### src/dcache_cfg.svh
`ifndef DCACHE_CFG_SVH
`define DCACHE_CFG_SVH

// data word width in bits
`define DCACHE_DATA_WIDTH 32

// words in one cache line
`define DCACHE_LINE_WORDS 4

`define DCACHE_WAYS 4    // associativity

// sets per way, 4KB per way with 16-byte lines
`define DCACHE_SETS 256

`endif

### src/dcache_pkg.sv
`include "dcache_cfg.svh"

package dcache_pkg;

    localparam int unsigned BYTES_PER_WORD = `DCACHE_DATA_WIDTH / 8;
    localparam int unsigned OFFSET_W = $clog2(`DCACHE_LINE_WORDS * BYTES_PER_WORD);
    localparam int unsigned INDEX_W = $clog2(`DCACHE_SETS);
    localparam int unsigned TAG_W = 32 - INDEX_W - OFFSET_W;

    typedef logic [`DCACHE_DATA_WIDTH-1:0] word_t;
    typedef logic [TAG_W-1:0] tag_t;        // addr[31:12]
    typedef logic [INDEX_W-1:0] index_t;    // addr[11:4]
    typedef logic [OFFSET_W-1:0] offset_t;  // addr[3:0]

    // word 0 sits in the low bits
    typedef logic [`DCACHE_LINE_WORDS-1:0][`DCACHE_DATA_WIDTH-1:0] line_t;

    typedef struct packed {
        logic valid;
        tag_t tag;
    } tagv_t;

    typedef logic [`DCACHE_WAYS-1:0] way_mask_t;
    typedef logic [$clog2(`DCACHE_WAYS)-1:0] way_t;

    // byte address of a line with the offset dropped
    typedef struct packed {
        tag_t   tag;
        index_t index;
    } line_addr_t;

endpackage

### src/plru_table.sv
`timescale 1ns/1ps
`include "dcache_cfg.svh"

module plru_table (
    input  logic                  clk,
    input  logic                  rst,
    input  dcache_pkg::index_t    index,
    input  dcache_pkg::way_mask_t access,
    output dcache_pkg::way_t      victim
);

    // bit 0 root, bit 1 picks in ways 0/1, bit 2 picks in ways 2/3
    logic [2:0] tree [`DCACHE_SETS];
    dcache_pkg::way_t touched;

    always_comb begin
        touched = '0;
        for (int w = 0; w < `DCACHE_WAYS; w++) begin
            if (access[w]) begin
                touched = dcache_pkg::way_t'(w);
            end
        end
    end

    assign victim = {tree[index][0], tree[index][0] ? tree[index][2] : tree[index][1]};

    always_ff @(posedge clk) begin
        if (rst) begin
            for (int s = 0; s < `DCACHE_SETS; s++) begin
                tree[s] <= '0;
            end
        end else if (|access) begin
            tree[index][0] <= ~touched[1];  // point to the other half
            if (touched[1]) begin
                tree[index][2] <= ~touched[0];
            end else begin
                tree[index][1] <= ~touched[0];
            end
        end
    end

endmodule

### config.mk
export PLATFORM = sky130hd
export DESIGN_NAME = plru_table
export DESIGN_NICKNAME = d
export VERILOG_FILES = /design/src/dcache_pkg.sv /design/src/plru_table.sv
export VERILOG_INCLUDE_DIRS = /design/src /design/src/src
export SDC_FILE = /design/constraint.sdc
export NUM_CORES = 2
export LEC_CHECK = 0
export BUFFER_PORTS_ARGS = -buffer_cell sky130_fd_sc_hd__buf_4
export CAP_MARGIN = 20
export CORE_ASPECT_RATIO = 0.75
export CORE_UTILIZATION = 54
export CTS_CLUSTER_DIAMETER = 50
export DETAILED_ROUTE_END_ITERATION = 8
export GPL_TIMING_DRIVEN = 0
export PLACE_DENSITY = 0.76
export SLEW_MARGIN = 40
export SYNTH_ARGS = -nofsm -noshare
export SYNTH_HDL_FRONTEND = slang
export SYNTH_SLANG_ARGS = --single-unit
### constraint.sdc
create_clock -name clk -period 4.97 [get_ports clk]
set_input_delay 0.994 -clock clk [delete_from_list [all_inputs] [get_ports clk]]
set_output_delay 0.994 -clock clk [all_outputs]
set_load 0.05 [all_outputs]
==> flow_summary_export.csv <==
group,metric,value,unit
clock_tree,clockRootBuffer,"clkbuf_16",
layout,mostFrequentLayoutCells,"nor2_1 (821), edfxtp_1 (768), a21o_1 (412)",
global_route,gr-total-overflow,0,
global_route,grt_pass1_wl,277000,µm
power,combPwrFrac,0.131,
sta,hold_viol,0,
placement,placed_cells,4300,
placement,finalWeightedCongestion,1.10,
drt,wl,214000,µm
drt,drt_iter0_drc,8680,
clock_tree,clock-sinks,768,
clock_tree,cts_tree,"yes",
sta,period_share,1.04,
sta,fin_crit,5170,ps
drt,via_per_inst,7.88,
floorplanning,ios,16,
layout,layout_commonest_cell,"nor2_1",
synthesis,netlist_area,39400,µm²
power,p_sw_frac,0.277,
floorplanning,fp.dieArea,74100,µm²
power,p_leak,0.0158,µW
power,powerDensity,351,nW/µm²
outcome,status,"complete, but fails checks",
synthesis,synth_warnings,0,
layout,layout.nets,3457,
drt,route.vias.total,35400,
layout,largest_register_ff_count,768,
power,clockPowerShare,0.390,
synthesis,synth.distinct_cells,29,
drt,drc_errors,0,
global_route,first_global_vias,31200,
sta,max_freq,193,MHz
synthesis,synth_nets,3306,
flow_run,max_cap_violations,0,
floorplanning,start_util,0.547,
setup_path,path_class,"in2out",
placement,dp_slack,-1000,ps
setup_path,worstPathRequired,3980,ps
layout,reg_top3,"tree: 768 flops",
sta,setup_violations,2,
power,internal_power,11500,µW
floorplanning,row_count,85,
layout,registers.top_by_ff_count,"tree",
sta,slew_headroom,0.281,
setup_path,crit_path_start_kind,"input pin",
synthesis,synth_cells,3292,
floorplanning,die_x,314,µm
power,ir_worst_vdd,0.415,mV
placement,port_buffers,13,
setup_path,worstPathArrival,4170,ps
clock_tree,hold_buffers,0,
sta,slew_viol_final,0,
synthesis,ys_seq_area_frac,0.585,
synthesis,avgSynthCellArea,12.0,µm²
power,power_frac_seq,0.479,
clock_tree,clockBufferDepth,3,
drt,detail-route-antenna-nets,0,
layout,layoutNonFillerInstCount,4486,
outcome,failed_checks,"negative setup slack",
floorplanning,coreArea,72000,µm²
floorplanning,die_h,236,µm
worst_hold_path,hold_path.class,"in2reg",
synthesis,ys_ff_latch,768,
layout,area.growth.synth_to_final,14.5,%
setup_path,worstSetupEndpointType,"primary output",
clock_tree,htreeDepth,3,
placement,dp_hpwl,152000,µm
clock_tree,cts_buffers,82,
drt,firstDrtPassIters,9,
sta,tightest_slew,1080,ps
global_route,grt_max_degree,14,
global_route,grtUsageTotal,0.576,
setup_path,worstPathMaxFanout,10,
sta,whs,821,ps
layout,drive_above_1_share,0.175,
power,power.switching,4390,µW
clock_tree,clk_pin_slew_worst_paths,60,ps
sta,setup_ws,-199,ps
drt,wl_per_cell,47.8,µm
global_route,antenna_found_initial,34,
## repair_timing
item / 4_1_cts / 5_1_grt
endpoints found under the setup margin: 2 / 1
setup buffers: 2 / 11
pin swaps: 5 / 4
gates resized for setup: 98 / 43
## worst max-delay path, cell delays in order
cell and delay, ps:
buf_4 150, buf_2 210, nor2_4 260, clkbuf_4 370, buf_2 640, a22oi_1 160
a21oi_1 400, nor4_2 110, o22ai_2 350, nor2_2 150, mux2i_2 190, buf_6 180
## path summary, 6_finish.rpt
check      start      endpoint  slack, ps  cells after the start
min    access[1]  tree[147][1]        820                      4
max     index[3]     victim[0]       -200                     12
## power by group through the flow
stage	combinational, µW	sequential, µW	clock, µW
2_1_floorplan	989	7650	0
3_3_place_gp	1730	7710	0
3_5_place_dp	1800	7720	0
4_1_cts	1850	7580	6000
5_1_grt	2000	7610	6210
6_report	2070	7590	6180
## cell families (layout without fill, tap and decap cells)
logic type / Yosys count / after routing / share of synthesized area
other: 0 / 23 / 0
and+or+nand+nor: 1313 / 1313 / 0.144
DFF: 768 / 768 / 0.585
buffers and inverters: 352 / 566 / 0.0366
AOI/OAI and AO/OA: 666 / 666 / 0.124
muxes: 193 / 193 / 0.110
## cell usage after synthesis
cell / number / share of area
and2_1: 258 / 0.041
a21oi_1: 48 / 0.0061
edfxtp_1: 768 / 0.59
buf_4: 6 / 0.0011
or2_1: 1 / 0.00016
a22oi_1: 96 / 0.018
buf_6: 8 / 0.0023
nand2_1: 150 / 0.014
o21bai_1: 102 / 0.019
nand2b_1: 9 / 0.0014
buf_2: 31 / 0.0039
mux2i_1: 1 / 0.00025
nand4_1: 1 / 0.00016
and2_0: 1 / 0.00016
clkbuf_1: 284 / 0.027
mux4_2: 192 / 0.11
a21oi_2: 1 / 0.00022
nor3_1: 7 / 0.00089
or2_2: 3 / 0.00048
o31ai_1: 3 / 0.00057
or2_0: 2 / 0.00032
nor2_1: 854 / 0.081
nor4_1: 9 / 0.0014
nor3_2: 2 / 0.00051
nand3_1: 8 / 0.0010
buf_1: 23 / 0.0022
o22ai_1: 4 / 0.00063
a21o_1: 412 / 0.078
nor2b_1: 8 / 0.0013
## layout make-up
type / count / area, µm²
fill: 5673 / 26900
clock inverter: 46 / 370
antenna: 23 / 57.6
timing repair buffer: 67 / 981
sequential: 768 / 23100
tap: 957 / 1200
buffer: 352 / 2000
multi-input combinational: 2172 / 15300
clock buffer: 101 / 2170
## through the flow
step	utilization	power [µW]	TNS, ps	area [µm²]
2_1_floorplan	-	8640	0	39400
3_3_place_gp	0.565	9440	-565160	40700
3_5_place_dp	0.580	9520	-4870	41800
4_1_cts	0.621	15400	0	44700
5_1_grt	0.626	15800	-35.6	45100
6_report	0.627	15800	-330	45100
## per-layer routing
layer / GRT usage / vias to the layer above / part of all wire / wire (µm)
met5: 0.0831 / - / 0.0055 / 1180
met4: 0.401 / 45 / 0.096 / 20500
met3: 0.385 / 1314 / 0.22 / 46800
met2: 0.710 / 4718 / 0.36 / 77700
met1: 0.703 / 17000 / 0.32 / 68100
li1: - / 12200 / - / -
No activity file was read; power rests on OpenSTA's default activity.
