[src/dcache_cfg.svh]
`ifndef DCACHE_CFG_SVH
`define DCACHE_CFG_SVH

// data word width in bits
`define DCACHE_DATA_WIDTH 32

// words in one cache line
`define DCACHE_LINE_WORDS 4

`define DCACHE_WAYS 4    // associativity

// sets per way, 4KB per way with 16-byte lines
`define DCACHE_SETS 256

`endif

[src/dcache_pkg.sv]
`include "dcache_cfg.svh"

package dcache_pkg;

    localparam int unsigned BYTES_PER_WORD = `DCACHE_DATA_WIDTH / 8;
    localparam int unsigned OFFSET_W = $clog2(`DCACHE_LINE_WORDS * BYTES_PER_WORD);
    localparam int unsigned INDEX_W = $clog2(`DCACHE_SETS);
    localparam int unsigned TAG_W = 32 - INDEX_W - OFFSET_W;

    typedef logic [`DCACHE_DATA_WIDTH-1:0] word_t;
    typedef logic [TAG_W-1:0] tag_t;        // addr[31:12]
    typedef logic [INDEX_W-1:0] index_t;    // addr[11:4]
    typedef logic [OFFSET_W-1:0] offset_t;  // addr[3:0]

    // word 0 sits in the low bits
    typedef logic [`DCACHE_LINE_WORDS-1:0][`DCACHE_DATA_WIDTH-1:0] line_t;

    typedef struct packed {
        logic valid;
        tag_t tag;
    } tagv_t;

    typedef logic [`DCACHE_WAYS-1:0] way_mask_t;
    typedef logic [$clog2(`DCACHE_WAYS)-1:0] way_t;

    // byte address of a line with the offset dropped
    typedef struct packed {
        tag_t   tag;
        index_t index;
    } line_addr_t;

endpackage

[src/dcache_array.sv]
`timescale 1ns/1ps
`include "dcache_cfg.svh"

module dcache_array #(
    parameter type dtype = logic,
    parameter int unsigned DEPTH = `DCACHE_SETS
) (
    input  logic                  clk,
    input  logic                  rst,
    input  dcache_pkg::index_t    addr,
    input  dcache_pkg::way_mask_t we,
    input  dtype                  wdata,
    output dtype                  rdata [`DCACHE_WAYS]
);

    for (genvar w = 0; w < `DCACHE_WAYS; w++) begin : g_way
        dtype mem [DEPTH];

        always_ff @(posedge clk) begin
            if (rst) begin
                for (int i = 0; i < DEPTH; i++) begin
                    mem[i] <= '0;
                end
                rdata[w] <= '0;
            end else begin
                if (we[w]) begin
                    mem[addr] <= wdata;
                end
                rdata[w] <= mem[addr];  // old data on a same-cycle write
            end
        end
    end

endmodule

[config.mk]
export PLATFORM = sky130hd
export DESIGN_NAME = dcache_array
export DESIGN_NICKNAME = d
export VERILOG_FILES = /design/src/dcache_pkg.sv /design/src/dcache_array.sv
export VERILOG_INCLUDE_DIRS = /design/src /design/src/src
export SDC_FILE = /design/constraint.sdc
export NUM_CORES = 2
export LEC_CHECK = 0
export BUFFER_PORTS_ARGS = -buffer_cell sky130_fd_sc_hd__buf_2
export CORE_MARGIN = 10
export CORE_UTILIZATION = 60
export DETAILED_ROUTE_END_ITERATION = 8
export HOLD_SLACK_MARGIN = 0.05
export PLACE_DENSITY = 0.77
export REMOVE_ABC_BUFFERS = 1
export SYNTH_ARGS = -nofsm -noshare
export SYNTH_HDL_FRONTEND = slang
export SYNTH_SLANG_ARGS = --single-unit
[constraint.sdc]
create_clock -name clk -period 2.43 [get_ports clk]
set_input_delay 0.1215 -clock clk [delete_from_list [all_inputs] [get_ports clk]]
set_output_delay 0.1215 -clock clk [all_outputs]
set_load 0.02 [all_outputs]
==> results.yml <==
setup_path:
  crit_chain: "mux4_2 > mux4_2 > mux2_2 > nand2_1 > and3_2 > o41ai_2 > o311a_1"
  critPathBufInv: 0
  critPathKind: "reg -> reg"
  crit_slowest_cell: "mux4_2"
  cp.required_ns: 3.01
  path_delay_family: "multiplexers"
  cp_common_cell: "mux4_2"
  cp_slowest_stage_delay_ns: 0.52
  start_kind: "flop"
  arrival_ns: 2.99
  critPathCaptureType: "flop"
  path_max_fanout: 1
global_routing:
  grt_pass1_wl_um: 263000
  grt_pass1_vias: 43200
  antenna_found_initial: 5
  grt_max_degree: 203
  overflow: 0
  grt_usage_pct: 33.4
finish:
  design_area_mm2: 0.0612
  area_growth_syn_to_layout_pct: 11.2
  finish.utilization_pct: 67.0
  drive_gt1_share_pct: 12.3
  nNetsFinal: 5780
run_status:
  status: "finished, final reports clean"
clocking:
  max-clock-path-buffers: 3
  clkLatencyLatePin_ns: 0.69
  htree_levels: 3
  numCtsBuffers: 106
  cts_tree: "done"
  clk_pin_slew_worst_paths_ns: 0.06
  cts_setup_buffers: 0
  clock_sinks: 1028
  cts-root-buf: "clkbuf_16"
yosys:
  synth-main-ff-cell: "edfxtp_1"
  synth-seq-cells: 1028
  ys_async_sr_fraction_pct: 0
  synth-seq-area-share_pct: 56.0
  syn-cell-area_mm2: 0.0551
  avgSynthCellArea_um2: 9.41
  yosysTopAreaCell: "edfxtp_1"
  synth_edf_count: 1024
  synthCells: 5852
  synth_area_leaders: "edfxtp_1 (56%), nand2_1 (16%), nor2_1 (9.0%)"
  yosysTopAreaCellShare_pct: 55.8
  ys.warnings.count: 0
  ys_types: 48
die:
  row_count: 111
  dieHeight_um: 323
  pin_count: 19
  die_w_um: 323
  core_mm2: 0.0914
  start_util_pct: 60.3
  dieArea_mm2: 0.104
drt:
  final_antenna_net_count: 0
  remaining_drc_errors: 0
  drt-total-wl_um: 176000
  wl_per_cell_um: 25.1
  vias: 45500
  drtPass1Iterations: 7
  via_per_inst: 6.46
  drt_iter0_drc: 8174
placed_design:
  place_area_mm2: 0.0578
  portBuffers: 18
  dp_hpwl_um: 112000
  gp_congestion: 0.974
timing:
  period_needed_ns: 2.41
  relSlewSlack_pct: 15.5
  report.final.setup_viol: 0
  finalMaxSlewViolations: 0
  max_clock_freq_ghz: 0.414
  min_period_over_period_pct: 99.3
  tightest_slew_ns: 1.27
  finalHoldViolations: 0
  rsz0062_at_grt: "true"
  setup_tns_ns: 0
  fin_skew_ns: 0.0383
run:
  max_cap_violations: 0
pwr:
  ir_worst_vdd_uv: 559
  leakagePower_uw: 0.0213
  power_density_mw_per_mm2: 669
hold_path:
  hold_path.class: "in -> reg"
-- cell usage after synthesis (all sizes together), types with 4 or more instances --
| library cell | instances |
|---|---|
| and3 | 8 |
| nand2 | 2350 |
| o22ai | 12 |
| mux2i | 132 |
| a2111oi | 4 |
| a22oi | 32 |
| nand3 | 24 |
| dfxtp | 4 |
| nor3 | 20 |
| a22o | 12 |
| mux2 | 12 |
| and2 | 4 |
| nand2b | 14 |
| buf | 109 |
| o21ai | 24 |
| o221ai | 4 |
| o211ai | 8 |
| mux4 | 212 |
| a21oi | 24 |
| a31oi | 4 |
| o41ai | 4 |
| o311a | 4 |
| or3 | 4 |
| o21a | 4 |
| a221oi | 24 |
| a211oi | 8 |
| nand4 | 10 |
| nor2 | 1320 |
| edfxtp | 1024 |
| a21o | 4 |
| clkbuf | 403 |
| nor2b | 19 |
-- cell families after synthesis --
logic type | Yosys count | share of synthesized area, %
and+or+nand+nor | 3783 | 26.3
DFF | 1028 | 56.0
buffers and inverters | 513 | 4.12
muxes | 356 | 11.3
AOI/OAI and AO/OA | 172 | 2.31
-- worst paths after layout --
| kind | from | end | slack [ns] | cells past startpoint |
|---|---|---|---|---|
| max | g_way[3].mem[120]$_SDFFCE_PN0P_ | rdata[0]$_SDFF_PP0_ | 0.02 | 7 |
| min | addr[6] | rdata[1]$_SDFF_PP0_ | 0.21 | 3 |
| max reg2reg | g_way[3].mem[120]$_SDFFCE_PN0P_ | rdata[0]$_SDFF_PP0_ | 0.02 | 7 |
| min reg2reg | g_way[0].mem[157]$_SDFFCE_PN0P_ | rdata[3]$_SDFF_PP0_ | 1.12 | 5 |
-- where the power goes --
group	leakage [uW]	switching [uW]	internal, uW
clock	0.00161	6950	9100
combinational	0.00998	2690	1490
sequential	0.00976	369	20400
-- flip-flops by register name (all words and copies together) (netlist names) --
name,cells
g_way.mem,1024
rdata,4
-- stage by stage --
step / setup slack, ns / instances / hold WS (ns) / power, uW
finish: 0.0169 / 7038 / 0.214 / 41000
global route: -0.00722 / 7035 / 0.198 / 41800
CTS: 0.00752 / 7034 / 0.153 / 40700
detailed placement: -0.430 / 6840 / 0.596 / 25100
global placement: -0.416 / 6840 / 0.596 / 25000
floorplan: -13.44 / 5340 / 0.331 / 24100
-- cells in the final DEF (no fill, tap or decap), types with 5 or more instances in the layout --
master / Yosys / layout
buf_2: 50 / 10
a221oi_1: 24 / 24
nand4_1: 10 / 10
o22ai_1: 12 / 12
bufinv_16: 0 / 9
nor3_1: 19 / 8
mux2i_1: 132 / 132
a22oi_1: 32 / 32
nor2_1: 1320 / 1311
mux2_2: 12 / 10
nor2_2: 0 / 6
mux4_2: 210 / 210
dlygate4sd3_1: 0 / 5
buf_8: 7 / 5
nand2b_1: 14 / 14
clkbuf_16: 0 / 109
nor3_2: 1 / 11
clkinv_1: 0 / 27
buf_12: 3 / 80
a211oi_1: 8 / 8
o211ai_1: 8 / 8
a21oi_1: 24 / 24
o21ai_0: 24 / 24
buf_4: 15 / 215
nand3_1: 24 / 22
nand2_1: 2350 / 2346
clkbuf_1: 403 / 24
edfxtp_1: 1024 / 1024
a22o_1: 12 / 12
nor2b_1: 19 / 18
clkinv_2: 0 / 15
-- tightest hold or removal path: stages --
cell     delay, ns
buf_2         0.40
a21o_1        0.19
o311a_1       0.15
-- timing repair --
action | in CTS | in global routing
endpoints found under the setup margin | 3 | 2
hold buffers | 5 | 0
endpoints found under the hold margin | 146 | 0
resized for setup | 9 | 3
-- layer usage --
layer  vias up  global-route usage (%)  wire, um
li1      19400                       -         -
met1     21200                    43.1     57000
met2      4154                    51.3     79000
met3       728                    7.89     28300
met4         6                    19.6     12000
met5         -                       0        38
-- layout make-up --
class	instances	area (um^2)
sequential	1028	30800
fill	6665	30100
multi-input combinational	4311	22200
timing repair buffer	317	3410
clock buffer	133	2820
tap	1186	1480
clock inverter	58	503
inverter	1	11.3
antenna	4	10.0
Note: power is estimated with default switching activity, not from simulation.
