[src/dcache_cfg.svh]
`ifndef DCACHE_CFG_SVH
`define DCACHE_CFG_SVH

// data word width in bits
`define DCACHE_DATA_WIDTH 32

// words in one cache line
`define DCACHE_LINE_WORDS 4

`define DCACHE_WAYS 4    // associativity

// sets per way, 4KB per way with 16-byte lines
`define DCACHE_SETS 256

`endif

[src/dcache_pkg.sv]
`include "dcache_cfg.svh"

package dcache_pkg;

    localparam int unsigned BYTES_PER_WORD = `DCACHE_DATA_WIDTH / 8;
    localparam int unsigned OFFSET_W = $clog2(`DCACHE_LINE_WORDS * BYTES_PER_WORD);
    localparam int unsigned INDEX_W = $clog2(`DCACHE_SETS);
    localparam int unsigned TAG_W = 32 - INDEX_W - OFFSET_W;

    typedef logic [`DCACHE_DATA_WIDTH-1:0] word_t;
    typedef logic [TAG_W-1:0] tag_t;        // addr[31:12]
    typedef logic [INDEX_W-1:0] index_t;    // addr[11:4]
    typedef logic [OFFSET_W-1:0] offset_t;  // addr[3:0]

    // word 0 sits in the low bits
    typedef logic [`DCACHE_LINE_WORDS-1:0][`DCACHE_DATA_WIDTH-1:0] line_t;

    typedef struct packed {
        logic valid;
        tag_t tag;
    } tagv_t;

    typedef logic [`DCACHE_WAYS-1:0] way_mask_t;
    typedef logic [$clog2(`DCACHE_WAYS)-1:0] way_t;

    // byte address of a line with the offset dropped
    typedef struct packed {
        tag_t   tag;
        index_t index;
    } line_addr_t;

endpackage

[src/lsu_pkg.sv]
package lsu_pkg;

    typedef enum logic {
        OP_LOAD  = 1'b0,
        OP_STORE = 1'b1
    } op_e;

    // encoded as {sign, size}, size 0 byte, 1 half, 2 word
    typedef enum logic [2:0] {
        LT_LBU = 3'b000,
        LT_LHU = 3'b001,
        LT_LW  = 3'b010,
        LT_LB  = 3'b100,
        LT_LH  = 3'b101
    } load_type_e;

endpackage

[src/load_align.sv]
`timescale 1ns/1ps

module load_align (
    input  dcache_pkg::word_t     word,
    input  dcache_pkg::offset_t   offset,
    input  lsu_pkg::load_type_e   load_type,
    output dcache_pkg::word_t     rdata
);

    logic [15:0] half;
    logic [7:0]  byte_sel;

    assign half = offset[1] ? word[31:16] : word[15:0];

    always_comb begin
        case (offset[1:0])
            2'b00:   byte_sel = word[7:0];
            2'b01:   byte_sel = word[15:8];
            2'b10:   byte_sel = word[23:16];
            default: byte_sel = word[31:24];
        endcase
    end

    always_comb begin
        case (load_type)
            lsu_pkg::LT_LH:  rdata = {{16{half[15]}}, half};
            lsu_pkg::LT_LHU: rdata = {16'b0, half};
            lsu_pkg::LT_LB:  rdata = {{24{byte_sel[7]}}, byte_sel};
            lsu_pkg::LT_LBU: rdata = {24'b0, byte_sel};
            default:         rdata = word;  // LW
        endcase
    end

endmodule

[config.mk]
export PLATFORM = sky130hd
export DESIGN_NAME = load_align
export DESIGN_NICKNAME = d
export VERILOG_FILES = /design/src/dcache_pkg.sv /design/src/lsu_pkg.sv /design/src/load_align.sv
export VERILOG_INCLUDE_DIRS = /design/src /design/src/src
export SDC_FILE = /design/constraint.sdc
export NUM_CORES = 1
export LEC_CHECK = 0
export BUFFER_PORTS_ARGS = -buffer_cell sky130_fd_sc_hd__buf_2
export CAP_MARGIN = 0
export CORE_UTILIZATION = 25
export DETAILED_ROUTE_END_ITERATION = 8
export PLACE_DENSITY = 0.66
export REMOVE_ABC_BUFFERS = 1
export SYNTH_ARGS = -nofsm -noshare
export SYNTH_HDL_FRONTEND = slang
export SYNTH_SLANG_ARGS = --single-unit
[constraint.sdc]
create_clock -name vclk -period 1
set_input_delay 0.1 -clock vclk [all_inputs]
set_output_delay 0.1 -clock vclk [all_outputs]
set_load 0.02 [all_outputs]
==> results of run 1 <==
## metal layers
metal	track usage [%]	share of wire [%]	up-vias
met5	0	0	-
met4	0	0	0
met3	1.268	5.7	0
met2	33.51	50	57
met1	22.34	44	642
li1	-	-	736
## what timing repair did
item,4_1_cts,5_1_grt
setup endpoints to repair,32,32
hold buffers,0,0
gates resized for setup,12,11
pin swaps,4,3
cloned,0,0
## cells by family after synthesis
logic type	Yosys count	synth area share, %
AOI/OAI and AO/OA	66	43.91
and+or+nand+nor	37	18.52
buffers and inverters	18	10.98
muxes	11	26.59
## worst max-delay path, stage by stage
cell     delay [ns]
buf_8          0.10
buf_4          0.13
mux2_4         0.30
a22oi_4        0.18
buf_12         0.17
a21oi_1        0.08
buf_2          0.16
## final cells by class
cell class	count	area, um2
Inverter	2	8.758
Multi-Input combinational cell	114	849.6
Timing Repair Buffer	125	822.0
Tap cell	46	57.56
Fill cell	369	1730
## cell usage in the layout (no fill, tap or decap)
master	n
clkbuf_4	1
o22ai_1	9
a211oi_2	1
nor2b_1	9
clkinv_2	1
inv_1	1
nand2_1	7
a31oi_1	7
buf_2	62
nand2b_4	1
or2_2	1
a21oi_1	32
mux4_2	6
buf_8	2
a21oi_4	1
mux2_4	3
buf_6	3
o211ai_1	7
o21ai_0	1
buf_12	1
a22oi_4	1
nor2_2	2
mux4_1	2
buf_4	56
a211oi_1	7
nand4_4	1
nor2_1	16
## path summary, 6_finish.rpt
kind | end | slack, ns | cells past startpoint
worst max-delay path | rdata[28] | -0.33 | 7
worst min-delay path | rdata[11] | 0.60 | 4
## report_power, final
group	internal (mW)	total, mW	switching [mW]
Clock	0	0	0
Sequential	0	0	0
Combinational	0.483	1.02	0.534
## stage by stage
step                setup slack, ns  area [um2]
floorplan                   -0.2336       849.6
global placement            -0.3736        1685
detailed placement          -0.3850        1685
CTS                         -0.3317        1710
global route                -0.3679        1738
finish                      -0.3286        1738
==> impl_metrics.json, run 1 <==
{
  "nClkBuffers": 0,
  "yosysTopAreaCellShare_pct": 19.44,
  "fin_crit_sh_pct": 132.9,
  "wl_um": 3923,
  "vias": 1435,
  "setup_tns_ns": -8.996,
  "cp-start-kind": "input port",
  "slew_headroom_pct": 85.23,
  "gr-usage-all-layers_pct": 17.55,
  "peakVddDrop_mv": 0.2204,
  "leakagePower_nw": 0.8610,
  "cp.required_ns": 0.90,
  "hp-class": "in2out",
  "register_area_um2": 0,
  "grt_pass1_vias": 1259,
  "post-route-min-period_ns": 1.329,
  "post-route-util_pct": 50.11,
  "rsz0062_at_grt": "true",
  "synth_cell_types": 24,
  "drt_iter0_drc": 95,
  "cts_setup_buffers": 0,
  "violations": "negative setup slack",
  "die_height_um": 63.51,
  "drv_cap": 0,
  "startpoint": "offset[0]",
  "dp_hpwl_um": 3152,
  "grt_max_degree": 18,
  "ys_top_cells_by_area": "mux4_1 (19%), a21oi_1 (17%), nor2_1 (7.1%)",
  "endpoint_kind": "primary output",
  "die_x_um": 63.51,
  "final_nets": 282,
  "crit_arrival_ns": 1.23,
  "slew_violations": 0,
  "die_area_um2": 4034,
  "path_class": "in2out",
  "core_area_um2": 3468,
  "fp-row-count": 21,
  "flops_and_latches": 0,
  "wl_per_cell_um": 13.67,
  "synth.most_common_cell": "a21oi_1",
  "setup_slack_ns": -0.3286,
  "grt_pass1_wl_um": 5754,
  "finalPower_mw": 1.017,
  "max_slew.worst_pin.slew_ns": 0.2215,
  "hold_ws_ns": 0.5989,
  "postRouteAntennaNets": 0,
  "fmax_mhz": 752.7,
  "setup_violations": 32,
  "synth_top_cells_by_count": "a21oi_1 (32), nor2_1 (18), nor2b_1 (9), o22ai_1 (9)",
  "yosys.area.top_type": "mux4_1",
  "yosys_warnings": 0,
  "overflow": 0,
  "ios": 71,
  "initial_utilization_pct": 27.27,
  "drive_gt1_share_pct": 59.34,
  "synth_area_um2": 945.9,
  "synth_seq_area_share_pct": 0,
  "syn_area_per_cell_um2": 7.166,
  "place.detailed.instances": 287,
  "p_per_area_nw_per_um2": 585.4,
  "fin_cells": 287,
  "synthCells": 132,
  "place_congestion": 0.8345,
  "outcome": "complete, but fails checks",
  "timing.final.hold_violations": 0,
  "syn_to_final_growth_pct": 83.73,
  "antennaDiodeCount": 0,
  "drt-vias-per-instance": 5.000,
  "first_pass_iters": 4,
  "crit_fanout": 17,
  "antenna_found_initial": 0,
  "io_buffer_count": 69,
  "min_from": "word[11]",
  "drc": 0
}
Power figures use the tool's default switching activity.
==> run 2, diff against run 1 <==
--- a/config.mk
+++ b/config.mk
@@ -11,5 +11,5 @@
 export CORE_UTILIZATION = 25
 export DETAILED_ROUTE_END_ITERATION = 8
-export PLACE_DENSITY = 0.66
+export PLACE_DENSITY = 0.63
 export REMOVE_ABC_BUFFERS = 1
 export SYNTH_ARGS = -nofsm -noshare
==> constraint.sdc (replaced) <==
create_clock -name vclk -period 1
set_input_delay 0.05 -clock vclk [all_inputs]
set_output_delay 0.05 -clock vclk [all_outputs]
set_load 0.02 [all_outputs]
==> impl_metrics.json, run 2 (same netlist as run 1, synthesis figures left out) <==
{
  "outcome": "complete, but fails checks",
  "violations": "negative setup slack",
  "vias": 1485,
  "wl_um": 4252,
  "p_per_area_nw_per_um2": 611.0,
  "fin_cells": 289,
  "die_x_um": 63.51,
  "grt_pass1_wl_um": 6624,
  "wl_per_cell_um": 14.71,
  "die_area_um2": 4034,
  "register_area_um2": 0,
  "hp-class": "in2out",
  "place_ws_ns": -0.2983,
  "path_delay_family": "buffers and inverters",
  "drt-vias-per-instance": 5.138,
  "drc": 0,
  "slowest_delay_ns": 0.30,
  "peakVddDrop_mv": 0.2337,
  "cpMostUsedCell": "buf_6",
  "postPlaceCellArea_um2": 1673,
  "first_pass_iters": 4,
  "antennaDiodeCount": 0,
  "endpoint_kind": "primary output",
  "die_height_um": 63.51,
  "mostFrequentLayoutCells": "buf_4 (61), buf_2 (47), a21oi_1 (16), a21oi_2 (16), buf_6 (16)",
  "layout_commonest_cell": "buf_4",
  "rsz0062_at_grt": "true",
  "fill_cells": 359,
  "cp.required_ns": 0.95,
  "core_area_um2": 3468,
  "leakagePower_nw": 0.8807,
  "nClkBuffers": 0,
  "grt_pass1_vias": 1407,
  "syn_to_final_growth_pct": 102.0,
  "initial_utilization_pct": 27.27,
  "min_from": "word[13]",
  "post-route-min-period_ns": 1.281,
  "crit_arrival_ns": 1.23,
  "fmax_mhz": 780.9,
  "slew_headroom_pct": 82.82,
  "cp_slowest_cell": "mux2_4",
  "final_cell_area_um2": 1911,
  "slew_violations": 0,
  "overflow": 0,
  "drive_gt1_share_pct": 68.72,
  "timing.final.hold_violations": 0,
  "drt_iter0_drc": 63,
  "io_buffer_count": 69,
  "drv_cap": 0,
  "antenna_found_initial": 0,
  "fp-row-count": 21,
  "postRouteAntennaNets": 0,
  "fin_crit_sh_pct": 128.1,
  "post-route-util_pct": 55.09,
  "place_congestion": 0.8145,
  "path_buf_inv": 4,
  "finalPower_mw": 1.167,
  "cp-start-kind": "input port",
  "dp_hpwl_um": 3131,
  "setup_slack_ns": -0.2806,
  "place.detailed.instances": 287,
  "max_slew.worst_pin.slew_ns": 0.2577,
  "ios": 71,
  "startpoint": "offset[0]",
  "final_nets": 284,
  "path_cells": "buf_12 > buf_6 > mux2_4 > a22oi_4 > buf_6 > a21oi_2 > buf_4",
  "setup_violations": 32,
  "gr-usage-all-layers_pct": 19.98,
  "multi_input_area_um2": 925.9,
  "path_class": "in2out",
  "flops_and_latches": 0,
  "ctsHoldBuffers": 0,
  "grt_max_degree": 15,
  "crit_fanout": 7
}
## run 2: changes by cell type in the layout (fill, tap and decap cells not counted), sizes merged
cell / delta
buf: +2
clkinv: -1
clkinvlp: +1
## run 2: final timing paths
path                    end  depth (start not counted)
setup / recovery  rdata[30]                          7
hold / removal    rdata[13]                          4
## run 2: power by group
part | leakage [nW] | internal (mW) | total [mW] | switching [mW]
combinational | 0.881 | 0.570 | 1.17 | 0.597
sequential | 0 | 0 | 0 | 0
clock | 0 | 0 | 0 | 0
total | 0.881 | 0.570 | 1.17 | 0.597
## run 2: through the flow
step	TNS [ns]	hold slack [ns]
2_1_floorplan	-2.203	0.2347
4_1_cts	-6.471	0.5132
5_1_grt	-7.835	0.5421
6_report	-6.746	0.5078
3_3_place_gp	-7.793	0.4998
3_5_place_dp	-8.612	0.5093
## run 2: cell type report
class | count | area share (%)
multi-input cells | 114 | 48.46
repair buffers | 127 | 47.94
inverters | 2 | 0.5894
well taps | 46 | 3.012
## run 2: what timing repair did
action | CTS | global route
setup buffers | 0 | 1
pin swaps | 15 | 13
endpoints found under the setup margin | 32 | 32
cloned | 1 | 0
resized for setup | 47 | 33
## run 2: worst min-delay path, stage by stage
cell and delay, ns:
buf_2 0.10, nand2_1 0.05, o211ai_1 0.09, buf_2 0.17
## run 2: metal layers
layer | routed length, um | global-route usage [%]
met1 | 1970 | 27.50
met2 | 2074 | 34.71
met3 | 198 | 1.993
met4 | 8 | 1.136
met5 | 0 | 0
