### src/dcache_cfg.svh
`ifndef DCACHE_CFG_SVH
`define DCACHE_CFG_SVH

// data word width in bits
`define DCACHE_DATA_WIDTH 32

// words in one cache line
`define DCACHE_LINE_WORDS 4

`define DCACHE_WAYS 4    // associativity

// sets per way, 4KB per way with 16-byte lines
`define DCACHE_SETS 256

`endif

### src/dcache_pkg.sv
`include "dcache_cfg.svh"

package dcache_pkg;

    localparam int unsigned BYTES_PER_WORD = `DCACHE_DATA_WIDTH / 8;
    localparam int unsigned OFFSET_W = $clog2(`DCACHE_LINE_WORDS * BYTES_PER_WORD);
    localparam int unsigned INDEX_W = $clog2(`DCACHE_SETS);
    localparam int unsigned TAG_W = 32 - INDEX_W - OFFSET_W;

    typedef logic [`DCACHE_DATA_WIDTH-1:0] word_t;
    typedef logic [TAG_W-1:0] tag_t;        // addr[31:12]
    typedef logic [INDEX_W-1:0] index_t;    // addr[11:4]
    typedef logic [OFFSET_W-1:0] offset_t;  // addr[3:0]

    // word 0 sits in the low bits
    typedef logic [`DCACHE_LINE_WORDS-1:0][`DCACHE_DATA_WIDTH-1:0] line_t;

    typedef struct packed {
        logic valid;
        tag_t tag;
    } tagv_t;

    typedef logic [`DCACHE_WAYS-1:0] way_mask_t;
    typedef logic [$clog2(`DCACHE_WAYS)-1:0] way_t;

    // byte address of a line with the offset dropped
    typedef struct packed {
        tag_t   tag;
        index_t index;
    } line_addr_t;

endpackage

### src/lsu_pkg.sv
package lsu_pkg;

    typedef enum logic {
        OP_LOAD  = 1'b0,
        OP_STORE = 1'b1
    } op_e;

    // encoded as {sign, size}, size 0 byte, 1 half, 2 word
    typedef enum logic [2:0] {
        LT_LBU = 3'b000,
        LT_LHU = 3'b001,
        LT_LW  = 3'b010,
        LT_LB  = 3'b100,
        LT_LH  = 3'b101
    } load_type_e;

endpackage

### src/dcache_ctrl.sv
`timescale 1ns/1ps
`include "dcache_cfg.svh"

module dcache_ctrl (
    input  logic                              clk,
    input  logic                              rst,
    input  logic                              req_valid,
    output logic                              req_ready,
    input  lsu_pkg::op_e                      req_op,
    input  logic [31:0]                       req_addr,
    input  logic [dcache_pkg::BYTES_PER_WORD-1:0] req_wstrb,
    input  dcache_pkg::word_t                 req_wdata,
    input  lsu_pkg::load_type_e               req_load_type,
    output logic                              resp_valid,
    input  logic                              resp_ready,
    output dcache_pkg::word_t                 resp_word,
    output dcache_pkg::offset_t               resp_offset,
    output lsu_pkg::load_type_e               resp_load_type,
    output dcache_pkg::index_t                arr_index,
    input  dcache_pkg::tagv_t                 tagv_rdata [`DCACHE_WAYS],
    output dcache_pkg::way_mask_t             tagv_we,
    output dcache_pkg::tagv_t                 tagv_wdata,
    input  dcache_pkg::line_t                 line_rdata [`DCACHE_WAYS],
    output dcache_pkg::way_mask_t             line_we,
    output dcache_pkg::line_t                 line_wdata,
    input  logic                              dirty_rdata [`DCACHE_WAYS],
    output dcache_pkg::way_mask_t             dirty_we,
    output logic                              dirty_wdata,
    output dcache_pkg::way_mask_t             plru_access,
    input  dcache_pkg::way_t                  victim,
    output logic                              mem_rd_valid,
    input  logic                              mem_rd_ready,
    output dcache_pkg::line_addr_t            mem_rd_addr,
    input  logic                              mem_rdata_valid,
    input  dcache_pkg::line_t                 mem_rdata,
    output logic                              mem_wr_valid,
    input  logic                              mem_wr_ready,
    output dcache_pkg::line_addr_t            mem_wr_addr,
    output dcache_pkg::line_t                 mem_wr_line
);

    typedef enum logic [2:0] {
        IDLE, LOOKUP, WRITEBACK, REFILL_REQ, REFILL_WAIT, REREAD
    } state_e;

    state_e state, state_next;

    // request register, payload only
    lsu_pkg::op_e                          r_op;
    dcache_pkg::tag_t                      r_tag;
    dcache_pkg::index_t                    r_index;
    dcache_pkg::offset_t                   r_offset;
    logic [dcache_pkg::BYTES_PER_WORD-1:0] r_wstrb;
    dcache_pkg::word_t                     r_wdata;
    lsu_pkg::load_type_e                   r_load_type;

    dcache_pkg::way_mask_t hit, victim_mask;
    dcache_pkg::way_t      hit_way;
    dcache_pkg::line_t     merged;
    logic [dcache_pkg::OFFSET_W-3:0] word_sel;
    logic resp_fire, refill_done;

    assign req_ready   = (state == IDLE);
    assign arr_index   = r_index;   // arrays keep re-reading the set in flight
    assign word_sel    = r_offset[dcache_pkg::OFFSET_W-1:2];
    assign victim_mask = dcache_pkg::way_mask_t'(1) << victim;
    assign refill_done = (state == REFILL_WAIT) && mem_rdata_valid;

    always_comb begin
        hit = '0;
        hit_way = '0;
        for (int w = 0; w < `DCACHE_WAYS; w++) begin
            if (tagv_rdata[w].valid && tagv_rdata[w].tag == r_tag) begin
                hit[w] = 1'b1;
                hit_way = dcache_pkg::way_t'(w);
            end
        end
    end

    assign resp_valid     = (state == LOOKUP) && (|hit);
    assign resp_fire      = resp_valid && resp_ready;
    assign resp_word      = (r_op == lsu_pkg::OP_STORE) ? '0 : line_rdata[hit_way][word_sel];
    assign resp_offset    = r_offset;
    assign resp_load_type = r_load_type;
    assign plru_access    = resp_fire ? hit : '0;

    // store bytes over the hit line
    always_comb begin
        merged = line_rdata[hit_way];
        for (int b = 0; b < dcache_pkg::BYTES_PER_WORD; b++) begin
            if (r_wstrb[b]) begin
                merged[word_sel][8*b +: 8] = r_wdata[8*b +: 8];
            end
        end
    end

    // refill writes the victim way, a store writes on its response
    assign tagv_we     = refill_done ? victim_mask : '0;
    assign tagv_wdata  = '{valid: 1'b1, tag: r_tag};
    assign line_we     = refill_done ? victim_mask :
                         (resp_fire && r_op == lsu_pkg::OP_STORE) ? hit : '0;
    assign line_wdata  = (state == REFILL_WAIT) ? mem_rdata : merged;
    assign dirty_we    = line_we;
    assign dirty_wdata = (state != REFILL_WAIT);

    assign mem_rd_valid = (state == REFILL_REQ);
    assign mem_rd_addr  = '{tag: r_tag, index: r_index};
    assign mem_wr_valid = (state == WRITEBACK);
    assign mem_wr_addr  = '{tag: tagv_rdata[victim].tag, index: r_index};
    assign mem_wr_line  = line_rdata[victim];

    always_ff @(posedge clk) begin
        if (req_valid && req_ready) begin
            r_op        <= req_op;
            r_tag       <= req_addr[31 -: dcache_pkg::TAG_W];
            r_index     <= req_addr[dcache_pkg::OFFSET_W +: dcache_pkg::INDEX_W];
            r_offset    <= req_addr[dcache_pkg::OFFSET_W-1:0];
            r_wstrb     <= req_wstrb;
            r_wdata     <= req_wdata;
            r_load_type <= req_load_type;
        end
    end

    always_comb begin
        state_next = state;
        case (state)
            IDLE:        if (req_valid) state_next = REREAD;
            REREAD:      state_next = LOOKUP;
            LOOKUP: begin
                if (|hit) begin
                    if (resp_ready) state_next = IDLE;
                end else if (dirty_rdata[victim]) begin
                    state_next = WRITEBACK;
                end else begin
                    state_next = REFILL_REQ;
                end
            end
            WRITEBACK:   if (mem_wr_ready) state_next = REFILL_REQ;
            REFILL_REQ:  if (mem_rd_ready) state_next = REFILL_WAIT;
            REFILL_WAIT: if (mem_rdata_valid) state_next = REREAD;
            default:     state_next = IDLE;
        endcase
    end

    always_ff @(posedge clk) begin
        if (rst) begin
            state <= IDLE;
        end else begin
            state <= state_next;
        end
    end

endmodule

### config.mk
export PLATFORM = sky130hd
export DESIGN_NAME = dcache_ctrl
export DESIGN_NICKNAME = d
export VERILOG_FILES = /design/src/dcache_pkg.sv /design/src/lsu_pkg.sv /design/src/dcache_ctrl.sv
export VERILOG_INCLUDE_DIRS = /design/src /design/src/src
export SDC_FILE = /design/constraint.sdc
export NUM_CORES = 1
export LEC_CHECK = 0
export ABC_AREA = 1
export BUFFER_PORTS_ARGS = -buffer_cell sky130_fd_sc_hd__buf_4
export CAP_MARGIN = 20
export CORE_AREA = 4 4 469 471
export CTS_CLUSTER_SIZE = 40
export DETAILED_ROUTE_END_ITERATION = 12
export DIE_AREA = 0 0 473 475
export PLACE_DENSITY_LB_ADDON = 0.15
export SETUP_SLACK_MARGIN = 0.1
export SLEW_MARGIN = 10
export SYNTH_ARGS = -nofsm -noshare
export SYNTH_HDL_FRONTEND = slang
export SYNTH_SLANG_ARGS = --single-unit
### constraint.sdc
create_clock -name clk -period 15.41 [get_ports clk]
set_input_delay 0.7705 -clock clk [delete_from_list [all_inputs] [get_ports clk]]
set_output_delay 0.7705 -clock clk [all_outputs]
set_load 0.05 [all_outputs]
==> report_table.html, run 1 <==
<table>
<tr><th>Metric</th><th>Value</th></tr>
<tr><th colspan="2">Cells and area</th></tr>
<tr><td>Highest-count cells in the layout ignoring fill and taps</td><td>buf_4, nand2_1, inv_1</td></tr>
<tr><td>Share of final-layout standard cells stronger than drive strength 1</td><td>29.1%</td></tr>
<tr><td>Area delta synth-&gt;final</td><td>67.9%</td></tr>
<tr><td>Number of nets at the end of the flow</td><td>5,336</td></tr>
<tr><td>Most common library cell in the layout ignoring fill and taps</td><td>buf_4</td></tr>
<tr><td>Final Core Density</td><td>14.0%</td></tr>
<tr><th colspan="2">Critical path</th></tr>
<tr><td>Worst setup slack for register-to-register paths</td><td>10.77 ns</td></tr>
<tr><td>Endpoint class of the critical path</td><td>output port</td></tr>
<tr><td>Number of cells traversed by the worst register-to-register path</td><td>16</td></tr>
<tr><td>Critical register-to-register path endpoint</td><td>state[0]</td></tr>
<tr><td>Maximum fanout along the worst path</td><td>83</td></tr>
<tr><td>Critical path arrival</td><td>6.49 ns</td></tr>
<tr><td>Endpoint required time on the critical path</td><td>14.64 ns</td></tr>
<tr><td>Class of the most critical setup path</td><td>register to output port</td></tr>
<tr><td>Worst reg2reg startpoint</td><td>r_tag[19]</td></tr>
<tr><td>Crit path launch type</td><td>register</td></tr>
<tr><th colspan="2">Placed design</th></tr>
<tr><td>Routability-driven placement congestion ratio</td><td>0.882</td></tr>
<tr><td>Number of buffers inserted by port buffering</td><td>1,208</td></tr>
<tr><td>Dpl hpwl</td><td>218,000 um</td></tr>
<tr><td>Placement-stage worst setup slack</td><td>8.17 ns</td></tr>
<tr><th colspan="2">Global routing</th></tr>
<tr><td>Number of antenna violations at the first check in global routing</td><td>130</td></tr>
<tr><td>Aggregate global routing overflow</td><td>0</td></tr>
<tr><td>Pin count of the biggest net entering global routing</td><td>84</td></tr>
<tr><td>Number of global-route vias before repair</td><td>28.6k</td></tr>
<tr><td>GRT Resource Usage Total</td><td>21.4%</td></tr>
<tr><td>Wire length of the first global-routing pass</td><td>315,000 um</td></tr>
<tr><th colspan="2">Yosys</th></tr>
<tr><td>Post-Syn Nets</td><td>4,335</td></tr>
<tr><td>Portion of the post-synthesis area used by sequential elements</td><td>12.3%</td></tr>
<tr><td>Synthesized area per cell</td><td>5.10 sq um</td></tr>
<tr><td>YS warnings</td><td>0</td></tr>
<tr><td>Netlist cell types</td><td>40</td></tr>
<tr><td>Number of synthesized register bits</td><td>75</td></tr>
<tr><td>Post-Syn Area</td><td>18,000 sq um</td></tr>
<tr><td>Number of standard cells after synthesis</td><td>3,526</td></tr>
<tr><th colspan="2">Clock tree</th></tr>
<tr><td>Post-CTS Setup Inserts</td><td>0</td></tr>
<tr><td>CTS tree</td><td>done</td></tr>
<tr><td>Clock buffers created by TritonCTS</td><td>9</td></tr>
<tr><td>Number of levels the H-tree was split into</td><td>3</td></tr>
<tr><td>Sinks on Clock Net</td><td>75</td></tr>
<tr><td>Hold buffer count at CTS</td><td>0</td></tr>
<tr><td>Clock-pin transition on the worst setup and hold timing paths</td><td>0.07 ns</td></tr>
<tr><td>Number of gates given a new drive strength after cts</td><td>0</td></tr>
<tr><td>Maximum buffer depth of the clock tree</td><td>2</td></tr>
<tr><td>Worst-skew pair later-pin latency</td><td>0.39 ns</td></tr>
<tr><td>CTS Root Cell</td><td>clkbuf_16</td></tr>
<tr><th colspan="2">Timing</th></tr>
<tr><td>Final Cycle Share</td><td>47.1%</td></tr>
<tr><td>Unrepaired setup endpoints after global routing</td><td>no</td></tr>
<tr><td>Minimum clock period</td><td>7.26 ns</td></tr>
<tr><td>Worst Tran Pin Value</td><td>1.17 ns</td></tr>
<tr><td>Skew final</td><td>0.00831 ns</td></tr>
<tr><td>Highest clock rate</td><td>0.138 GHz</td></tr>
<tr><td>Final number of setup-violating endpoints</td><td>0</td></tr>
<tr><td>PnR worst setup slack</td><td>8.15 ns</td></tr>
<tr><td>Number of max-slew violations in the final report</td><td>0</td></tr>
<tr><td>Relative slew slack</td><td>21.3%</td></tr>
<tr><td>Total Neg Setup Slack</td><td>0 ns</td></tr>
<tr><td>Number of endpoints with negative hold slack in the final report</td><td>0</td></tr>
<tr><th colspan="2">Power</th></tr>
<tr><td>Final Total Pwr</td><td>0.00376 W</td></tr>
<tr><td>Power density over cell area</td><td>125 nW/um^2</td></tr>
<tr><td>Max VDD drop</td><td>0.104 mV</td></tr>
<tr><td>Static leakage</td><td>15.5 nW</td></tr>
<tr><th colspan="2">Floorplanning</th></tr>
<tr><td>Die X</td><td>473 um</td></tr>
<tr><td>Initial Utilization</td><td>8.33%</td></tr>
<tr><td>Total I/O pin count</td><td>1,210</td></tr>
<tr><td>CORE AREA</td><td>216,000 sq um</td></tr>
<tr><td>Die Y-Extent</td><td>475 um</td></tr>
<tr><td>Die Footprint</td><td>225,000 sq um</td></tr>
<tr><td>Row count</td><td>171</td></tr>
<tr><th colspan="2">Hold path</th></tr>
<tr><td>End of the worst hold path</td><td>state[1]</td></tr>
<tr><td>Startpoint of the tightest hold check path</td><td>state[1]</td></tr>
<tr><td>Worst min path class</td><td>register to register</td></tr>
<tr><td>Cell depth of the worst min-delay path</td><td>2</td></tr>
<tr><th colspan="2">Drt</th></tr>
<tr><td>Post-detailed-route count of antenna-violating nets</td><td>0</td></tr>
<tr><td>DR DRC count</td><td>0</td></tr>
<tr><td>Total routed wirelength</td><td>254,000 um</td></tr>
<tr><td>Detail-routed net length per standard cell</td><td>34.1 um</td></tr>
<tr><td>Number of vias after detailed routing</td><td>29.2k</td></tr>
<tr><td>First-pass detailed-route iteration total</td><td>5</td></tr>
<tr><td>Vias per Instance</td><td>3.92</td></tr>
<tr><td>Iteration-0 DRC Markers</td><td>2,511</td></tr>
<tr><th colspan="2">Run status</th></tr>
<tr><td>Result of the run</td><td>finished, final reports clean</td></tr>
<tr><th colspan="2">Run</th></tr>
<tr><td>Max-capacitance violation count</td><td>0</td></tr>
</table>
==> registers in the layout, indices dropped and copies added, names as in the netlist <==
| name | flops |
|---|---|
| resp_offset | 4 |
| r_wstrb | 4 |
| r_op | 1 |
| arr_index | 8 |
| r_wdata | 32 |
| resp_load_type | 3 |
| r_tag | 20 |
| state | 3 |
==> critical path, stage by stage, from the launching register on <==
cell and delay [ns]:
edfxtp_1 0.62, inv_2 0.14, nand2_1 0.14, nand2_1 0.07, nor2_1 0.10, nand2_1 0.13, nor2_4 0.59, nand3_4 0.74
nand2_8 0.72, buf_4 0.62, buf_4 0.70, o21ai_0 0.21, inv_1 0.10, nand2_1 0.05, nand2_1 0.23, nand2_1 0.16
nand2_1 0.18, nor2_1 0.08, nor2_1 0.09, buf_4 0.25
==> per-stage QoR <==
stage                     std cells  instance area, sq um  hold WS, ns
after CTS                      7385                 30100        0.502
final                          7434                 30200        0.504
after global routing           7406                 30100        0.519
after detailed placement       7369                 29800        0.497
after global placement         7365                 29800        0.495
after floorplan                3526                 18000        0.464
==> area by class of cell <==
type / count / area, sq um
multi-input combinational: 2533 / 12100
sequential: 75 / 2220
fill: 25700 / 186000
clock inverter: 7 / 70.1
antenna: 48 / 120
inverter: 643 / 2420
tap: 2854 / 3570
timing repair buffer: 1265 / 9500
clock buffer: 9 / 225
==> cell families after synthesis <==
family,count (synthesis),synth area share [%]
compound gates,819,26.6
xor+xnor,12,0.584
buf+inv,918,21.2
flops,75,12.3
other cells,1,0.0208
simple gates,1701,39.2
==> cell usage after synthesis, drive strengths merged <==
master,n,area [sq um]
o21bai,1,7.51
o2111ai,1,8.76
nor4,2,12.5
a22oi,82,616
a211oi,1,7.51
clkbuf,123,463
dfxtp,3,60.1
nor3,12,60.1
nand3,57,290
o211ai,2,15.0
nor2,208,788
edfxtp,72,2160
o221ai,78,683
nand2,1242,4670
conb,1,3.75
a221o,17,170
o21ai,292,1460
and2,4,25.0
a22o,1,8.76
xnor2,10,87.6
nand3b,91,683
a21oi,276,1380
or2,2,12.5
a221oi,1,8.76
nor3b,3,22.5
o22ai,67,419
inv,579,2170
buf,152,938
nand4,80,500
xor2,2,17.5
clkinv,64,240
==> worst max-delay path by stage <==
stage          depth (start not counted)         endpoint  slack [ns]            from
6_report                              19    resp_word[15]        8.15       r_tag[19]
5_1_grt                               19    resp_word[17]        7.74       r_tag[19]
4_1_cts                               15  line_wdata[100]        7.97       r_tag[14]
3_5_place_dp                          14  line_wdata[100]        8.17  tagv_rdata[18]
3_3_place_gp                          17  line_wdata[100]        8.16  tagv_rdata[15]
2_1_floorplan                          2     arr_index[0]        9.13       req_valid
==> where the power goes <==
part / switching (W) / internal (W) / leakage (nW)
logic: 0.00237 / 0.000781 / 14.7
registers: 0.0000850 / 0.000294 / 0.701
clock network: 0.000121 / 0.000114 / 0.142
==> per-layer routing <==
metal | global-route usage, % | up-vias | wire length [um] | part of all wire, %
met3 | 8.40 | 252 | 25400 | 10
met5 | 0 | - | 582 | 0.23
li1 | - | 13400 | - | -
met1 | 24.3 | 14000 | 98000 | 39
met2 | 36.7 | 1463 | 122000 | 48
met4 | 7.04 | 90 | 7840 | 3.1
No activity file was read; power rests on OpenSTA's default activity.
==> run 2, diff against run 1 <==
ABC_AREA = 0   (was 1)
clock period = 7.07 ns   (was 15.41 ns; I/O delays follow)
==> report_table.html, run 2 <==
<table>
<tr><th>Metric</th><th>Value</th></tr>
<tr><th colspan="2">Run status</th></tr>
<tr><td>Result of the run</td><td>finished, final reports clean</td></tr>
<tr><th colspan="2">Timing</th></tr>
<tr><td>Unrepaired setup endpoints after global routing</td><td>no</td></tr>
<tr><td>PnR worst setup slack</td><td>1.74 ns (-6.42 ns)</td></tr>
<tr><td>Minimum clock period</td><td>5.33 ns</td></tr>
<tr><td>Number of endpoints with negative hold slack in the final report</td><td>0 (unchanged)</td></tr>
<tr><td>Final number of setup-violating endpoints</td><td>0 (unchanged)</td></tr>
<tr><td>Final Cycle Share</td><td>75.4%</td></tr>
<tr><td>Relative slew slack</td><td>22.6% (+1.3 points)</td></tr>
<tr><td>Worst Tran Pin Value</td><td>1.16 ns (-0.00675 ns)</td></tr>
<tr><td>Highest clock rate</td><td>0.187 GHz</td></tr>
<tr><td>Number of max-slew violations in the final report</td><td>0 (unchanged)</td></tr>
<tr><td>Skew final</td><td>0.0286 ns (+0.0203 ns)</td></tr>
<tr><td>Worst hold slack</td><td>0.0693 ns (-0.434 ns)</td></tr>
<tr><td>Total Neg Setup Slack</td><td>0 ns (unchanged)</td></tr>
<tr><th colspan="2">Critical path</th></tr>
<tr><td>Slowest stage delay, CP</td><td>0.65 ns (-0.09 ns)</td></tr>
<tr><td>Class of the most critical setup path</td><td>register to output port</td></tr>
<tr><td>Endpoint required time on the critical path</td><td>6.72 ns (-7.92 ns)</td></tr>
<tr><td>Critical path's top delay family</td><td>compound AO/OA/AOI/OAI gates</td></tr>
<tr><td>Critical path arrival</td><td>4.98 ns (-1.51 ns)</td></tr>
<tr><td>Worst path bufs/invs</td><td>3 (-2)</td></tr>
<tr><td>Most common cell type on the critical path</td><td>buf_4</td></tr>
<tr><td>Maximum fanout along the worst path</td><td>31 (-63%)</td></tr>
<tr><td>Endpoint class of the critical path</td><td>output port</td></tr>
<tr><td>Crit path launch type</td><td>register</td></tr>
<tr><td>CP max-delay cell</td><td>a221oi_2</td></tr>
<tr><td>Series of cell instances along the critical path</td><td>xnor2_1 -&gt; nand4_1 -&gt; nor4_2 -&gt; buf_4 -&gt; nand2_4 -&gt; buf_4 -&gt; nand2_1 -&gt; a31oi_1 -&gt; a221oi_2 -&gt; o221ai_2 -&gt; buf_4</td></tr>
<tr><th colspan="2">Clock tree</th></tr>
<tr><td>Sinks on Clock Net</td><td>75 (unchanged)</td></tr>
<tr><td>Number of gates given a new drive strength after cts</td><td>0 (unchanged)</td></tr>
<tr><td>Number of levels the H-tree was split into</td><td>3 (unchanged)</td></tr>
<tr><td>CTS Root Cell</td><td>clkbuf_16</td></tr>
<tr><td>Clock-pin transition on the worst setup and hold timing paths</td><td>0.10 ns (+0.03 ns)</td></tr>
<tr><td>Clock buffers created by TritonCTS</td><td>9 (unchanged)</td></tr>
<tr><td>CTS tree</td><td>done</td></tr>
<tr><td>Worst-skew pair later-pin latency</td><td>0.46 ns (+0.07 ns)</td></tr>
<tr><td>Maximum buffer depth of the clock tree</td><td>2 (unchanged)</td></tr>
<tr><th colspan="2">Global routing</th></tr>
<tr><td>Wire length of the first global-routing pass</td><td>272,000 um (-14%)</td></tr>
<tr><td>GRT Resource Usage Total</td><td>18.6% (-2.8 points)</td></tr>
<tr><td>Number of antenna violations at the first check in global routing</td><td>66 (-49%)</td></tr>
<tr><td>Aggregate global routing overflow</td><td>0 (unchanged)</td></tr>
<tr><td>Number of global-route vias before repair</td><td>23.4k (-18%)</td></tr>
<tr><td>Pin count of the biggest net entering global routing</td><td>83 (-1.2%)</td></tr>
<tr><th colspan="2">Cells and area</th></tr>
<tr><td>Share of final-layout standard cells stronger than drive strength 1</td><td>54.3% (+25 points)</td></tr>
<tr><td>Cell area after layout</td><td>28,700 sq um (-4.9%)</td></tr>
<tr><td>Most common library cell in the layout ignoring fill and taps</td><td>buf_4</td></tr>
<tr><td>Register name with the most flops</td><td>r_wdata</td></tr>
<tr><td>Area delta synth-&gt;final</td><td>79.3%</td></tr>
<tr><td>Max reg flops</td><td>32 (unchanged)</td></tr>
<tr><td>Highest-count cells in the layout ignoring fill and taps</td><td>buf_4, nand2_1, o21ai_0</td></tr>
<tr><td>Final Core Density</td><td>13.3% (-0.69 points)</td></tr>
<tr><td>Number of nets at the end of the flow</td><td>3,771 (-29%)</td></tr>
<tr><td>Fillers</td><td>25.0k (-2.8%)</td></tr>
<tr><th colspan="2">Power</th></tr>
<tr><td>Static leakage</td><td>11.3 nW (-27%)</td></tr>
<tr><td>Max VDD drop</td><td>0.250 mV (+140%)</td></tr>
<tr><td>Power density over cell area</td><td>287 nW/um^2 (+130%)</td></tr>
<tr><th colspan="2">Placed design</th></tr>
<tr><td>Number of buffers inserted by port buffering</td><td>1,208 (unchanged)</td></tr>
<tr><td>Routability-driven placement congestion ratio</td><td>0.824 (-6.5%)</td></tr>
<tr><td>Placement-stage worst setup slack</td><td>2.05 ns (-6.12 ns)</td></tr>
<tr><td>Dpl hpwl</td><td>187,000 um (-14%)</td></tr>
<tr><td>Cell Area, Placed</td><td>28,100 sq um (-5.6%)</td></tr>
<tr><th colspan="2">Yosys</th></tr>
<tr><td>YS warnings</td><td>0 (unchanged)</td></tr>
<tr><td>Leading post-synthesis cells by instance count</td><td>nand2_1, o21ai_0, a21oi_1</td></tr>
<tr><td>Netlist cell types</td><td>55 (+38%)</td></tr>
<tr><td>Synthesized area per cell</td><td>8.44 sq um (+65%)</td></tr>
<tr><td>Most frequently used cell type in the post-synthesis netlist</td><td>nand2_1</td></tr>
<tr><td>Share of synthesized registers carrying an async set or reset</td><td>0% (unchanged)</td></tr>
<tr><td>EDFF count, synth</td><td>72 (unchanged)</td></tr>
<tr><td>Post-Syn Nets</td><td>2,706 (-38%)</td></tr>
<tr><td>Post-Syn Area</td><td>16,000 sq um (-11%)</td></tr>
<tr><td>Top_reg_cell synth</td><td>edfxtp_1</td></tr>
<tr><td>Portion of the post-synthesis area used by sequential elements</td><td>13.9% (+1.5 points)</td></tr>
<tr><td>Number of synthesized register bits</td><td>75 (unchanged)</td></tr>
<tr><td>Synth top area share</td><td>20.9% (-4.9 points)</td></tr>
<tr><td>Largest cells by area after synthesis</td><td>mux4_2, edfxtp_1, nand2_1</td></tr>
<tr><td>Cell accounting for the most synthesized area</td><td>mux4_2</td></tr>
<tr><td>Number of standard cells after synthesis</td><td>1,897 (-46%)</td></tr>
<tr><th colspan="2">Floorplanning</th></tr>
<tr><td>Die Footprint</td><td>225,000 sq um (unchanged)</td></tr>
<tr><td>Total I/O pin count</td><td>1,210 (unchanged)</td></tr>
<tr><td>Row count</td><td>171 (unchanged)</td></tr>
<tr><td>CORE AREA</td><td>216,000 sq um (unchanged)</td></tr>
<tr><td>Die Y-Extent</td><td>475 um (unchanged)</td></tr>
<tr><td>Initial Utilization</td><td>7.41% (-0.91 points)</td></tr>
<tr><td>Die X</td><td>473 um (unchanged)</td></tr>
<tr><th colspan="2">Hold path</th></tr>
<tr><td>Worst min path class</td><td>input port to register</td></tr>
<tr><th colspan="2">Drt</th></tr>
<tr><td>DR DRC count</td><td>0 (unchanged)</td></tr>
<tr><td>Post-detailed-route count of antenna-violating nets</td><td>0 (unchanged)</td></tr>
<tr><td>Number of vias after detailed routing</td><td>22.5k (-23%)</td></tr>
<tr><td>First-pass detailed-route iteration total</td><td>5 (unchanged)</td></tr>
<tr><td>Detail-routed net length per standard cell</td><td>37.6 um (+10%)</td></tr>
<tr><td>Iteration-0 DRC Markers</td><td>1,570 (-37%)</td></tr>
<tr><td>Total routed wirelength</td><td>220,000 um (-13%)</td></tr>
<tr><td>Vias per Instance</td><td>3.85 (-2.0%)</td></tr>
<tr><th colspan="2">Run</th></tr>
<tr><td>Max-capacitance violation count</td><td>0 (unchanged)</td></tr>
</table>
==> run 2: cell count changes in the layout (fill, tap and decap cells not counted), sizes merged, moves of 91 or more <==
cell	previous run	this run
nand2	1242	312
o21ai	292	194
nor2	208	81
inv	584	9
a21oi	276	165
mux4	0	149
nand3b	91	0
==> run 2: logic make-up (layout without fill, tap and decap cells) <==
| family | count (synthesis) | in the layout | share of synthesized area (%) |
|---|---|---|---|
| other cells | 1 | 28 | 0.0234 |
| xor+xnor | 80 | 80 | 4.37 |
| mux | 181 | 181 | 23.2 |
| compound gates | 785 | 785 | 35.1 |
| simple gates | 526 | 526 | 15.3 |
| buf+inv | 249 | 1319 | 8.11 |
| flops | 75 | 75 | 13.9 |
==> run 2: report_power, final <==
group          switching (W)  leakage (nW)  internal, W  total [W]
clock network       0.000316         0.154     0.000282   0.000598
logic                0.00490          10.5      0.00182    0.00672
registers           0.000279         0.700     0.000639   0.000918
total                0.00549          11.3      0.00275    0.00824
==> run 2: layout make-up <==
cell class / instances / area [sq um] / area share, %
Inverter: 5 / 23.8 / 0.0828
Clock inverter: 7 / 83.8 / 0.292
Timing Repair Buffer: 1298 / 9940 / 34.6
Clock buffer: 9 / 225 / 0.784
Antenna cell: 27 / 67.6 / 0.235
Tap cell: 2854 / 3570 / 12.4
Sequential cell: 75 / 2220 / 7.74
Multi-Input combinational cell: 1573 / 12600 / 43.8
==> run 2: final timing paths <==
path                                   start           end  slack [ns]  cells after the start
worst max-delay path                r_tag[6]  resp_word[6]        1.74                     11
worst min-delay path            req_wstrb[0]    r_wstrb[0]        0.07                      1
worst max register to register      r_tag[6]      state[0]        3.48                     10
worst min register to register      state[1]      state[1]        0.61                      2
==> run 2: per-stage QoR <==
step,power (W),std cells
after floorplan,0.00452,1897
after global placement,0.00788,5781
after detailed placement,0.00786,5783
after CTS,0.00853,5821
after global routing,0.00861,5831
final,0.00824,5848
==> run 2: timing repair <==
item | 4_1_cts | 5_1_grt
hold endpoints to repair | 22 | 0
hold buffers | 22 | 0
buffers inserted | 0 | 0
==> run 2: worst register-to-register path, delay by kind of cell, from the launching register on <==
family	cells	cell delay (ns)
AOI/OAI and AO/OA	2	0.33
xor gates and xnor gates	1	0.28
buffers and inverters	2	0.87
DFF	1	0.53
and+or+nand+nor	5	1.47
==> run 2: routing by layer <==
| layer | vias to the layer above | global-route usage [%] | share of wire [%] |
|---|---|---|---|
| met1 | 11500 | 19.5 | 36 |
| met4 | 32 | 5.03 | 2.5 |
| met5 | - | 0 | 0.094 |
| li1 | 9576 | - | - |
| met3 | 154 | 6.51 | 8.7 |
| met2 | 1241 | 35.1 | 53 |
